$ cat src/verilog/rv_isa_pkg.sv
package rv_isa_pkg;

  localparam int xlen       = 32;
  localparam int reg_addr_w = 5;

  typedef logic [31:0]           instr_t;
  typedef logic [reg_addr_w-1:0] reg_addr_t;
  typedef logic [6:0]            opcode_t;
  typedef logic [2:0]            funct3_t;
  typedef logic [6:0]            funct7_t;

  // --------------------------------------------------
  // field positions, lsb of each field
  // --------------------------------------------------
  localparam int opcode_lo = 0;
  localparam int rd_lo     = 7;
  localparam int funct3_lo = 12;
  localparam int rs1_lo    = 15;
  localparam int rs2_lo    = 20;
  localparam int funct7_lo = 25;

  // base opcodes
  localparam opcode_t op_lui    = 7'b0110111;
  localparam opcode_t op_auipc  = 7'b0010111;
  localparam opcode_t op_jal    = 7'b1101111;
  localparam opcode_t op_jalr   = 7'b1100111;
  localparam opcode_t op_branch = 7'b1100011;
  localparam opcode_t op_load   = 7'b0000011;
  localparam opcode_t op_store  = 7'b0100011;
  localparam opcode_t op_op_imm = 7'b0010011;
  localparam opcode_t op_op     = 7'b0110011;

  // branch compares
  localparam funct3_t f3_beq  = 3'b000;
  localparam funct3_t f3_bne  = 3'b001;
  localparam funct3_t f3_blt  = 3'b100;
  localparam funct3_t f3_bge  = 3'b101;
  localparam funct3_t f3_bltu = 3'b110;
  localparam funct3_t f3_bgeu = 3'b111;

  // load / store widths
  localparam funct3_t f3_b  = 3'b000;
  localparam funct3_t f3_h  = 3'b001;
  localparam funct3_t f3_w  = 3'b010;
  localparam funct3_t f3_bu = 3'b100;
  localparam funct3_t f3_hu = 3'b101;

  // alu group, reg and imm forms share these
  localparam funct3_t f3_add  = 3'b000;
  localparam funct3_t f3_sll  = 3'b001;
  localparam funct3_t f3_slt  = 3'b010;
  localparam funct3_t f3_sltu = 3'b011;
  localparam funct3_t f3_xor  = 3'b100;
  localparam funct3_t f3_sr   = 3'b101;   // srl / sra by funct7[5]
  localparam funct3_t f3_or   = 3'b110;
  localparam funct3_t f3_and  = 3'b111;

endpackage
$ cat src/verilog/decode_pkg.sv
package decode_pkg;

  // --------------------------------------------------
  // execute control encodings
  // --------------------------------------------------
  typedef enum logic [3:0] {
    alu_nop,
    alu_add,
    alu_sub,
    alu_sll,
    alu_slt,
    alu_sltu,
    alu_xor,
    alu_srl,
    alu_sra,
    alu_or,
    alu_and
  } alu_op_t;

  typedef enum logic [2:0] {
    br_false,
    br_true,   // jal / jalr
    br_eq,
    br_ne,
    br_lt,
    br_ge,
    br_ltu,
    br_geu
  } br_op_t;

  // same code points as the load/store funct3
  typedef enum logic [2:0] {
    mem_b  = 3'b000,
    mem_h  = 3'b001,
    mem_w  = 3'b010,
    mem_bu = 3'b100,
    mem_hu = 3'b101
  } mem_op_t;

  typedef enum logic {a_rs1, a_pc} alu_a_sel_t;
  typedef enum logic {b_rs2, b_imm} alu_b_sel_t;
  typedef enum logic [1:0] {res_alu, res_imm, res_pc_plus} result_sel_t;

  // --------------------------------------------------
  // stage structs
  // --------------------------------------------------
  typedef struct packed {
    alu_op_t    alu_op;
    br_op_t     br_op;
    logic       is_br;
    mem_op_t    mem_op;
    logic       mem_read;
    logic       mem_write;
    logic       reg_write;
    logic       spare;
  } ctrl_t;

  typedef struct packed {
    alu_a_sel_t  alu_a_sel;
    alu_b_sel_t  alu_b_sel;
    result_sel_t result_sel;
  } sel_t;

  typedef struct packed {
    logic [rv_isa_pkg::xlen-1:0] pc;
    rv_isa_pkg::instr_t          instr;
    logic                        jump;    // fetch already redirected
  } fetch_t;

  typedef struct packed {
    logic                        valid;
    rv_isa_pkg::reg_addr_t       rd;
    logic                        reg_write;
    logic [rv_isa_pkg::xlen-1:0] data;
  } wb_t;

  typedef struct packed {
    logic [rv_isa_pkg::xlen-1:0] pc;
    logic [rv_isa_pkg::xlen-1:0] imm;
    rv_isa_pkg::reg_addr_t       rd;
    rv_isa_pkg::reg_addr_t       rs1;
    rv_isa_pkg::reg_addr_t       rs2;
    logic                        rs1_valid;
    logic                        rs2_valid;
    logic                        jump;
    ctrl_t                       ctrl;
    sel_t                        sel;
  } de_t;

  localparam ctrl_t ctrl_nop = '{
    alu_op:    alu_nop,
    br_op:     br_false,
    is_br:     1'b0,
    mem_op:    mem_b,
    mem_read:  1'b0,
    mem_write: 1'b0,
    reg_write: 1'b0,
    spare:     1'b0
  };

endpackage

$ cat src/verilog/decode_stage.sv
`timescale 1ns/1ps

module decode_stage #(
  parameter int num_regs = 32
) (
  input  logic                        clk,
  input  logic                        rest,
  // fetch side
  input  logic                        fd_valid,
  input  decode_pkg::fetch_t          fd,
  output logic                        fd_ready,
  // execute side
  output logic                        de_valid,
  output decode_pkg::de_t             de,
  input  logic                        de_ready,
  output logic [rv_isa_pkg::xlen-1:0] rs1_value,
  output logic [rv_isa_pkg::xlen-1:0] rs2_value,
  input  logic                        flush,
  // write-back
  input  decode_pkg::wb_t             wb
);

  rv_isa_pkg::reg_addr_t       rd;
  rv_isa_pkg::reg_addr_t       rs1;
  rv_isa_pkg::reg_addr_t       rs2;
  decode_pkg::ctrl_t           ctrl;
  decode_pkg::sel_t            sel;
  logic                        rs1_valid;
  logic                        rs2_valid;
  logic [rv_isa_pkg::xlen-1:0] imm;
  logic                        insert_nop;
  logic                        load_en;   // de register free to take new data

  assign rd  = fd.instr[rv_isa_pkg::rd_lo  +: rv_isa_pkg::reg_addr_w];
  assign rs1 = fd.instr[rv_isa_pkg::rs1_lo +: rv_isa_pkg::reg_addr_w];
  assign rs2 = fd.instr[rv_isa_pkg::rs2_lo +: rv_isa_pkg::reg_addr_w];

  // --------------------------------------------------
  // handshake
  // --------------------------------------------------
  assign load_en  = !de_valid || de_ready;
  assign fd_ready = load_en && !insert_nop;   // bubble goes in, fetch holds

  // --------------------------------------------------
  // decode pipeline register
  // --------------------------------------------------
  always_ff @(posedge clk or negedge rest) begin
    if (!rest) begin
      de_valid <= 1'b0;
      de.ctrl  <= decode_pkg::ctrl_nop;
      de.jump  <= 1'b0;
    end else if (flush) begin
      de_valid <= 1'b0;   // flush beats a load
    end else if (load_en) begin
      de_valid     <= fd_valid;
      de.pc        <= fd.pc;
      de.imm       <= imm;
      de.rd        <= rd;
      de.rs1       <= rs1;
      de.rs2       <= rs2;
      de.rs1_valid <= rs1_valid;
      de.rs2_valid <= rs2_valid;
      de.sel       <= sel;
      if (insert_nop) begin
        de.ctrl <= decode_pkg::ctrl_nop;
        de.jump <= 1'b0;
      end else begin
        de.ctrl <= ctrl;
        de.jump <= fd.jump;
      end
    end
  end

  // --------------------------------------------------
  // instances
  // --------------------------------------------------
  instr_decoder u_instr_decoder (
    .instr     (fd.instr),
    .ctrl      (ctrl),
    .sel       (sel),
    .rs1_valid (rs1_valid),
    .rs2_valid (rs2_valid)
  );

  imm_gen u_imm_gen (
    .instr (fd.instr),
    .imm   (imm)
  );

  // read enable follows the de load so values line up with de
  reg_file #(
    .num_regs (num_regs)
  ) u_reg_file (
    .clk       (clk),
    .rest      (rest),
    .rd_en     (load_en),
    .rs1       (rs1),
    .rs2       (rs2),
    .rs1_value (rs1_value),
    .rs2_value (rs2_value),
    .wb        (wb)
  );

  hazard_unit u_hazard_unit (
    .rs1        (rs1),
    .rs1_valid  (rs1_valid),
    .rs2        (rs2),
    .rs2_valid  (rs2_valid),
    .de_valid   (de_valid),
    .de_rd      (de.rd),
    .de_ctrl    (de.ctrl),
    .insert_nop (insert_nop)
  );

endmodule

$ cat src/verilog/hazard_unit.sv
`timescale 1ns/1ps

module hazard_unit (
  input  rv_isa_pkg::reg_addr_t rs1,
  input  logic                  rs1_valid,
  input  rv_isa_pkg::reg_addr_t rs2,
  input  logic                  rs2_valid,
  input  logic                  de_valid,
  input  rv_isa_pkg::reg_addr_t de_rd,
  input  decode_pkg::ctrl_t     de_ctrl,
  output logic                  insert_nop
);

  logic load_in_de;   // instruction ahead is a load with a target
  logic rs1_match;
  logic rs2_match;

  // --------------------------------------------------
  // load-use check against the de register
  // --------------------------------------------------
  // data only arrives after mem, so forwarding from
  // execute cannot cover this one
  assign load_in_de = de_valid && de_ctrl.mem_read && de_ctrl.reg_write;

  assign rs1_match = rs1_valid && (rs1 == de_rd);
  assign rs2_match = rs2_valid && (rs2 == de_rd);

  assign insert_nop = load_in_de && (rs1_match || rs2_match);

endmodule

$ cat src/verilog/imm_gen.sv
`timescale 1ns/1ps

module imm_gen (
  input  rv_isa_pkg::instr_t          instr,
  output logic [rv_isa_pkg::xlen-1:0] imm
);

  rv_isa_pkg::opcode_t         opcode;
  logic [rv_isa_pkg::xlen-1:0] imm_i;
  logic [rv_isa_pkg::xlen-1:0] imm_s;
  logic [rv_isa_pkg::xlen-1:0] imm_b;
  logic [rv_isa_pkg::xlen-1:0] imm_u;
  logic [rv_isa_pkg::xlen-1:0] imm_j;

  assign opcode = instr[rv_isa_pkg::opcode_lo +: 7];

  // --------------------------------------------------
  // one candidate per format
  // --------------------------------------------------
  assign imm_i = {{20{instr[31]}}, instr[31:20]};
  assign imm_s = {{20{instr[31]}}, instr[31:25], instr[11:7]};
  assign imm_b = {{19{instr[31]}}, instr[31], instr[7], instr[30:25], instr[11:8], 1'b0};
  assign imm_u = {instr[31:12], 12'b0};   // low bits zero filled
  assign imm_j = {{11{instr[31]}}, instr[31], instr[19:12], instr[20], instr[30:21], 1'b0};

  always_comb begin
    case (opcode)
      rv_isa_pkg::op_op_imm,
      rv_isa_pkg::op_load,
      rv_isa_pkg::op_jalr:   imm = imm_i;
      rv_isa_pkg::op_store:  imm = imm_s;
      rv_isa_pkg::op_branch: imm = imm_b;
      rv_isa_pkg::op_lui,
      rv_isa_pkg::op_auipc:  imm = imm_u;
      rv_isa_pkg::op_jal:    imm = imm_j;
      default:               imm = '0;   // reg-reg and unknown
    endcase
  end

endmodule

$ cat src/verilog/instr_decoder.sv
`timescale 1ns/1ps

module instr_decoder (
  input  rv_isa_pkg::instr_t instr,
  output decode_pkg::ctrl_t  ctrl,
  output decode_pkg::sel_t   sel,
  output logic               rs1_valid,
  output logic               rs2_valid
);

  rv_isa_pkg::opcode_t   opcode;
  rv_isa_pkg::funct3_t   funct3;
  rv_isa_pkg::funct7_t   funct7;
  rv_isa_pkg::reg_addr_t rd;
  logic                  write_rd;   // class writes rd, before the x0 check

  assign opcode = instr[rv_isa_pkg::opcode_lo +: 7];
  assign funct3 = instr[rv_isa_pkg::funct3_lo +: 3];
  assign funct7 = instr[rv_isa_pkg::funct7_lo +: 7];
  assign rd     = instr[rv_isa_pkg::rd_lo +: rv_isa_pkg::reg_addr_w];

  // --------------------------------------------------
  // funct3 lookups
  // --------------------------------------------------
  // sub only exists in the register form, sra in both
  function automatic decode_pkg::alu_op_t alu_op_of(rv_isa_pkg::funct3_t f3, logic alt,
                                                     logic reg_form);
    decode_pkg::alu_op_t op;
    case (f3)
      rv_isa_pkg::f3_add:  op = (alt && reg_form) ? decode_pkg::alu_sub : decode_pkg::alu_add;
      rv_isa_pkg::f3_sll:  op = decode_pkg::alu_sll;
      rv_isa_pkg::f3_slt:  op = decode_pkg::alu_slt;
      rv_isa_pkg::f3_sltu: op = decode_pkg::alu_sltu;
      rv_isa_pkg::f3_xor:  op = decode_pkg::alu_xor;
      rv_isa_pkg::f3_sr:   op = alt ? decode_pkg::alu_sra : decode_pkg::alu_srl;
      rv_isa_pkg::f3_or:   op = decode_pkg::alu_or;
      rv_isa_pkg::f3_and:  op = decode_pkg::alu_and;
    endcase
    return op;
  endfunction

  function automatic decode_pkg::br_op_t br_op_of(rv_isa_pkg::funct3_t f3);
    decode_pkg::br_op_t op;
    case (f3)
      rv_isa_pkg::f3_beq:  op = decode_pkg::br_eq;
      rv_isa_pkg::f3_bne:  op = decode_pkg::br_ne;
      rv_isa_pkg::f3_blt:  op = decode_pkg::br_lt;
      rv_isa_pkg::f3_bge:  op = decode_pkg::br_ge;
      rv_isa_pkg::f3_bltu: op = decode_pkg::br_ltu;
      rv_isa_pkg::f3_bgeu: op = decode_pkg::br_geu;
      default:             op = decode_pkg::br_false;   // 010/011 not defined
    endcase
    return op;
  endfunction

  function automatic decode_pkg::mem_op_t mem_op_of(rv_isa_pkg::funct3_t f3);
    decode_pkg::mem_op_t op;
    case (f3)
      rv_isa_pkg::f3_h:  op = decode_pkg::mem_h;
      rv_isa_pkg::f3_w:  op = decode_pkg::mem_w;
      rv_isa_pkg::f3_bu: op = decode_pkg::mem_bu;
      rv_isa_pkg::f3_hu: op = decode_pkg::mem_hu;
      default:           op = decode_pkg::mem_b;
    endcase
    return op;
  endfunction

  // --------------------------------------------------
  // opcode classes
  // --------------------------------------------------
  always_comb begin
    ctrl           = decode_pkg::ctrl_nop;
    sel.alu_a_sel  = decode_pkg::a_rs1;
    sel.alu_b_sel  = decode_pkg::b_rs2;
    sel.result_sel = decode_pkg::res_alu;
    rs1_valid      = 1'b0;
    rs2_valid      = 1'b0;
    write_rd       = 1'b0;
    case (opcode)
      rv_isa_pkg::op_op: begin
        ctrl.alu_op = alu_op_of(funct3, funct7[5], 1'b1);
        rs1_valid   = 1'b1;
        rs2_valid   = 1'b1;
        write_rd    = 1'b1;
      end
      rv_isa_pkg::op_op_imm: begin
        ctrl.alu_op   = alu_op_of(funct3, funct7[5], 1'b0);
        sel.alu_b_sel = decode_pkg::b_imm;
        rs1_valid     = 1'b1;
        write_rd      = 1'b1;
      end
      rv_isa_pkg::op_load: begin
        ctrl.alu_op   = decode_pkg::alu_add;   // address = rs1 + imm
        ctrl.mem_op   = mem_op_of(funct3);
        ctrl.mem_read = 1'b1;
        sel.alu_b_sel = decode_pkg::b_imm;
        rs1_valid     = 1'b1;
        write_rd      = 1'b1;
      end
      rv_isa_pkg::op_store: begin
        ctrl.alu_op    = decode_pkg::alu_add;
        ctrl.mem_op    = mem_op_of(funct3);
        ctrl.mem_write = 1'b1;
        sel.alu_b_sel  = decode_pkg::b_imm;
        rs1_valid      = 1'b1;
        rs2_valid      = 1'b1;
      end
      rv_isa_pkg::op_branch: begin
        ctrl.alu_op   = decode_pkg::alu_add;   // target = pc + imm
        ctrl.br_op    = br_op_of(funct3);
        ctrl.is_br    = 1'b1;
        sel.alu_a_sel = decode_pkg::a_pc;
        sel.alu_b_sel = decode_pkg::b_imm;
        rs1_valid     = 1'b1;
        rs2_valid     = 1'b1;
      end
      rv_isa_pkg::op_jal, rv_isa_pkg::op_jalr: begin
        ctrl.alu_op    = decode_pkg::alu_add;
        ctrl.br_op     = decode_pkg::br_true;
        ctrl.is_br     = 1'b1;
        sel.alu_a_sel  = (opcode == rv_isa_pkg::op_jal) ? decode_pkg::a_pc : decode_pkg::a_rs1;
        sel.alu_b_sel  = decode_pkg::b_imm;
        sel.result_sel = decode_pkg::res_pc_plus;   // link value
        rs1_valid      = (opcode == rv_isa_pkg::op_jalr);
        write_rd       = 1'b1;
      end
      rv_isa_pkg::op_lui: begin
        sel.result_sel = decode_pkg::res_imm;
        write_rd       = 1'b1;
      end
      rv_isa_pkg::op_auipc: begin
        ctrl.alu_op   = decode_pkg::alu_add;
        sel.alu_a_sel = decode_pkg::a_pc;
        sel.alu_b_sel = decode_pkg::b_imm;
        write_rd      = 1'b1;
      end
      default: ;   // unknown, stays a nop
    endcase
    ctrl.reg_write = write_rd && (rd != '0);
  end

endmodule

$ cat src/verilog/reg_file.sv
`timescale 1ns/1ps

module reg_file #(
  parameter int num_regs = 32
) (
  input  logic                        clk,
  input  logic                        rest,
  input  logic                        rd_en,
  input  rv_isa_pkg::reg_addr_t       rs1,
  input  rv_isa_pkg::reg_addr_t       rs2,
  output logic [rv_isa_pkg::xlen-1:0] rs1_value,
  output logic [rv_isa_pkg::xlen-1:0] rs2_value,
  input  decode_pkg::wb_t             wb
);

  logic [rv_isa_pkg::xlen-1:0] regs [num_regs];
  logic                        wr_en;

  // x0 never written, upper registers absent on rv32e
  assign wr_en = wb.valid && wb.reg_write && (wb.rd != '0) && (wb.rd < num_regs);

  // same-cycle write wins over the stored word
  function automatic logic [rv_isa_pkg::xlen-1:0] read_word(rv_isa_pkg::reg_addr_t addr);
    if (addr == '0 || addr >= num_regs) return '0;
    if (wr_en && wb.rd == addr) return wb.data;
    return regs[addr];
  endfunction

  always_ff @(posedge clk or negedge rest) begin
    if (!rest) begin
      regs      <= '{default: '0};
      rs1_value <= '0;
      rs2_value <= '0;
    end else begin
      if (wr_en) regs[wb.rd] <= wb.data;
      if (rd_en) begin   // hold while decode is stalled
        rs1_value <= read_word(rs1);
        rs2_value <= read_word(rs2);
      end
    end
  end

endmodule

$ cat config.mk
export PLATFORM = sky130hd
export DESIGN_NAME = decode_stage
export DESIGN_NICKNAME = d
export VERILOG_FILES = /design/src/verilog/rv_isa_pkg.sv /design/src/verilog/decode_pkg.sv /design/src/verilog/decode_stage.sv /design/src/verilog/hazard_unit.sv /design/src/verilog/imm_gen.sv /design/src/verilog/instr_decoder.sv /design/src/verilog/reg_file.sv
export SDC_FILE = /design/constraint.sdc
export NUM_CORES = 2
export LEC_CHECK = 0
export ABC_AREA = 0
export BUFFER_PORTS_ARGS = -buffer_cell sky130_fd_sc_hd__buf_2
export CAP_MARGIN = 10
export CORE_MARGIN = 2
export CORE_UTILIZATION = 56
export DETAILED_ROUTE_END_ITERATION = 6
export GPL_TIMING_DRIVEN = 0
export PLACE_DENSITY = 0.76
export SYNTH_ARGS = -nofsm -noshare
export SYNTH_HDL_FRONTEND = slang
export SYNTH_HIERARCHICAL = 1
export SYNTH_SLANG_ARGS = --single-unit
export TNS_END_PERCENT = 20
$ cat constraint.sdc
create_clock -name clk -period 4.9 [get_ports clk]
set_input_delay 0.98 -clock clk [delete_from_list [all_inputs] [get_ports clk]]
set_output_delay 0.98 -clock clk [all_outputs]
set_load 0.1 [all_outputs]
==> results.cfg <==
[run_status]
status = completed

[setup_path]
critical_path.reg2reg.endpoint = u_reg_file/rs1_value[12]
crit_path_end_kind = primary output
path_class = in2out
critical_path_arrival_ps = 3370
cp_max_fo = 17
cp.required_ps = 3920
worstReg2RegStart = de_valid
worst_r2r_path_depth = 9
worst-r2r-setup-slack_ps = 1730
critical_path.startpoint_type = primary input

[timing]
fmax_ghz = 0.230
setup-violations-final = 0
grt_setup_unrepaired = false
final.min_clock_period_ps = 4350
slew_headroom_pct = 5.44
hold_slack_ps = 148
timing_hold_violations_final = 0
layout_worst_path_cycle_share_pct = 88.8
worstMarginPinSlew_ps = 1410
finalMaxSlewViolations = 0
final.setup.tns_ps = 0
timing.clock.skew_ps = 28.9

[floorplanning]
die_width_um = 337
std_cell_rows = 122
fp.dieArea_um2 = 113000
die_h_um = 337
placeableCoreArea_um2 = 110000
design.portCount = 276
floorplan.initialDensity_pct = 56.3

[clocking]
postCtsSetupBuffers = 0
numClockSinks = 1190
post_cts_resized = 0
cts-htree-levels = 4
worstSkewPairLatency_ps = 760
clock_tree_from_tritoncts = built
cts-root-buf = clkbuf_16
cts_buffers = 132
cts.clk_slew.worst_paths_ps = 60
clock_tree_buf_depth = 3
cts-hold-fix-buffers = 0

[synthesis]
post_synth_inst_count = 4015
synth_edf_count = 85
post_synth_main_area_contributors = dfrtp_1, mux4_2, mux2_2
sequential_area_share_after_synthesis_pct = 48.7
postSynth.topFlopCell = dfrtp_1
postSynth.asyncResetShare_pct = 92.9
syn-num-nets = 4124
syn-cell-area_um2 = 62000
synth.ff_latch_count = 1190
synth.yosys.warnings = 6
synthDominantAreaCellType = dfrtp_1
synth.top_cell.area_share_pct = 44.6
post_synth.cell_area_avg_um2 = 15.4
synthDistinctLibCells = 72

[route]
avgViaCountPerCell = 7.11
detail_route.iter0.violations = 5760
firstDrtPassIters = 7
drt_wl_total_um = 210000
vias = 42868
final_antenna_net_count = 0
drc = 0
avgRoutedWirePerCell_um = 34.8

[job]
max_cap_viol_count = 0

[global_routing]
global_route.overflow_total = 0
gr-usage-all-layers_pct = 37.4
first_global_vias = 43000
first_pass_grt_wire_length_um = 300000
grt_max_degree = 166
initial_antenna_violation_count = 14

[place]
placement.io_buffers = 270
placed_cells_incl_taps = 5785
gp_congestion = 0.997
hpwl_dp_um = 145000
placement.cell_area_um2 = 65500

[layout]
final_common_cell = dfrtp_1
postLayoutCellArea_um2 = 69800
final_cell_count_no_fill = 6029
layout_common_cells = dfrtp_1, mux2_2, mux4_2, buf_2, clkbuf_1
nNetsFinal = 4543
finish.utilization_pct = 63.4
sequential_cell_area_um2 = 30200
syn_to_final_growth_pct = 12.6
multi_input_area_um2 = 29200
drive_above_1_share_pct = 50.7
nFillCells = 8041

[power]
power_per_cell_area_nw_per_um2 = 394
worst_ir_drop_vdd_v = 0.000387
cellLeakagePower_nw = 30.6

[min_path]
hold_path.class = in2async
## area by class of cell
cell class	instances	share of cell area, %
antenna	7	0.0251
buffer	459	3.17
clock buffer	196	5.57
clock inverter	38	0.539
inverter	115	0.618
multi-input combinational	2251	41.7
sequential	1190	43.3
tap	1488	2.67
timing repair buffer	285	2.40
## per-stage QoR
stage,setup WS (ps),power (mW)
after floorplan,719,15.8
after global placement,-21430,17.4
after detailed placement,484,17.6
after CTS,570,27.4
after global routing,414,28.3
final,547,27.5
## critical path: stages
cell and delay (ps):
buf_2 200, and3b_1 240, clkbuf_1 230, nor2_1 80
nor3_1 260, nand4_1 110, or4_1 420, o41ai_1 120
buf_6 210, buf_6 170, nor2_1 60, buf_2 290
## per-layer routing
metal	share of wire, %	track usage [%]	vias up	wire, µm
li1	-	-	16393	-
met5	0.049	0	-	103
met4	6.6	21.5	16	13900
met2	45	55.7	3175	94200
met1	36	47.9	22459	75300
met3	13	12.8	825	26400
## synth_stat cells (32+ instances only)
master,number
clkinv_1,62
edfxtp_1,85
buf_2,151
clkbuf_1,235
a22o_1,132
nor2b_1,78
o221ai_1,54
mux4_2,576
inv_1,53
nor2_1,109
a41oi_1,64
dfrtp_1,1105
buf_6,32
mux2_2,990
a211oi_1,36
## report_power, final
part	total [mW]	switching (mW)	internal [mW]
Combinational	5.48	3.07	2.41
Sequential	12.1	0.980	11.1
Clock	9.88	4.16	5.72
Total	27.5	8.21	19.3
## flip-flops by register name, summed over array words and instances (netlist names)
signal                cells
u_reg_file/regs        1024
de                      101
u_reg_file/rs1_value     32
u_reg_file/rs2_value     32
de_valid                  1
## how the worst max path moves through the flow
stage               startpoint                  endpoint  depth (start not counted)
global route             fd[5]                  fd_ready                         12
finish                   fd[5]                  fd_ready                         12
global placement          rest      u_reg_file/regs[520]                          1
CTS                      fd[5]                  fd_ready                         12
detailed placement      fd[18]  u_reg_file/rs1_value[17]                          9
floorplan                fd[4]                  fd_ready                          8
## cell families after synthesis
family	share of synthesized area, %
XOR/XNOR	0.283
flip-flops	48.7
AND/OR/NAND/NOR	2.45
buffers and inverters	4.27
other	0.00605
multiplexers	39.0
AO/OA/AOI/OAI	5.31
Note: power is estimated with default switching activity, not from simulation.
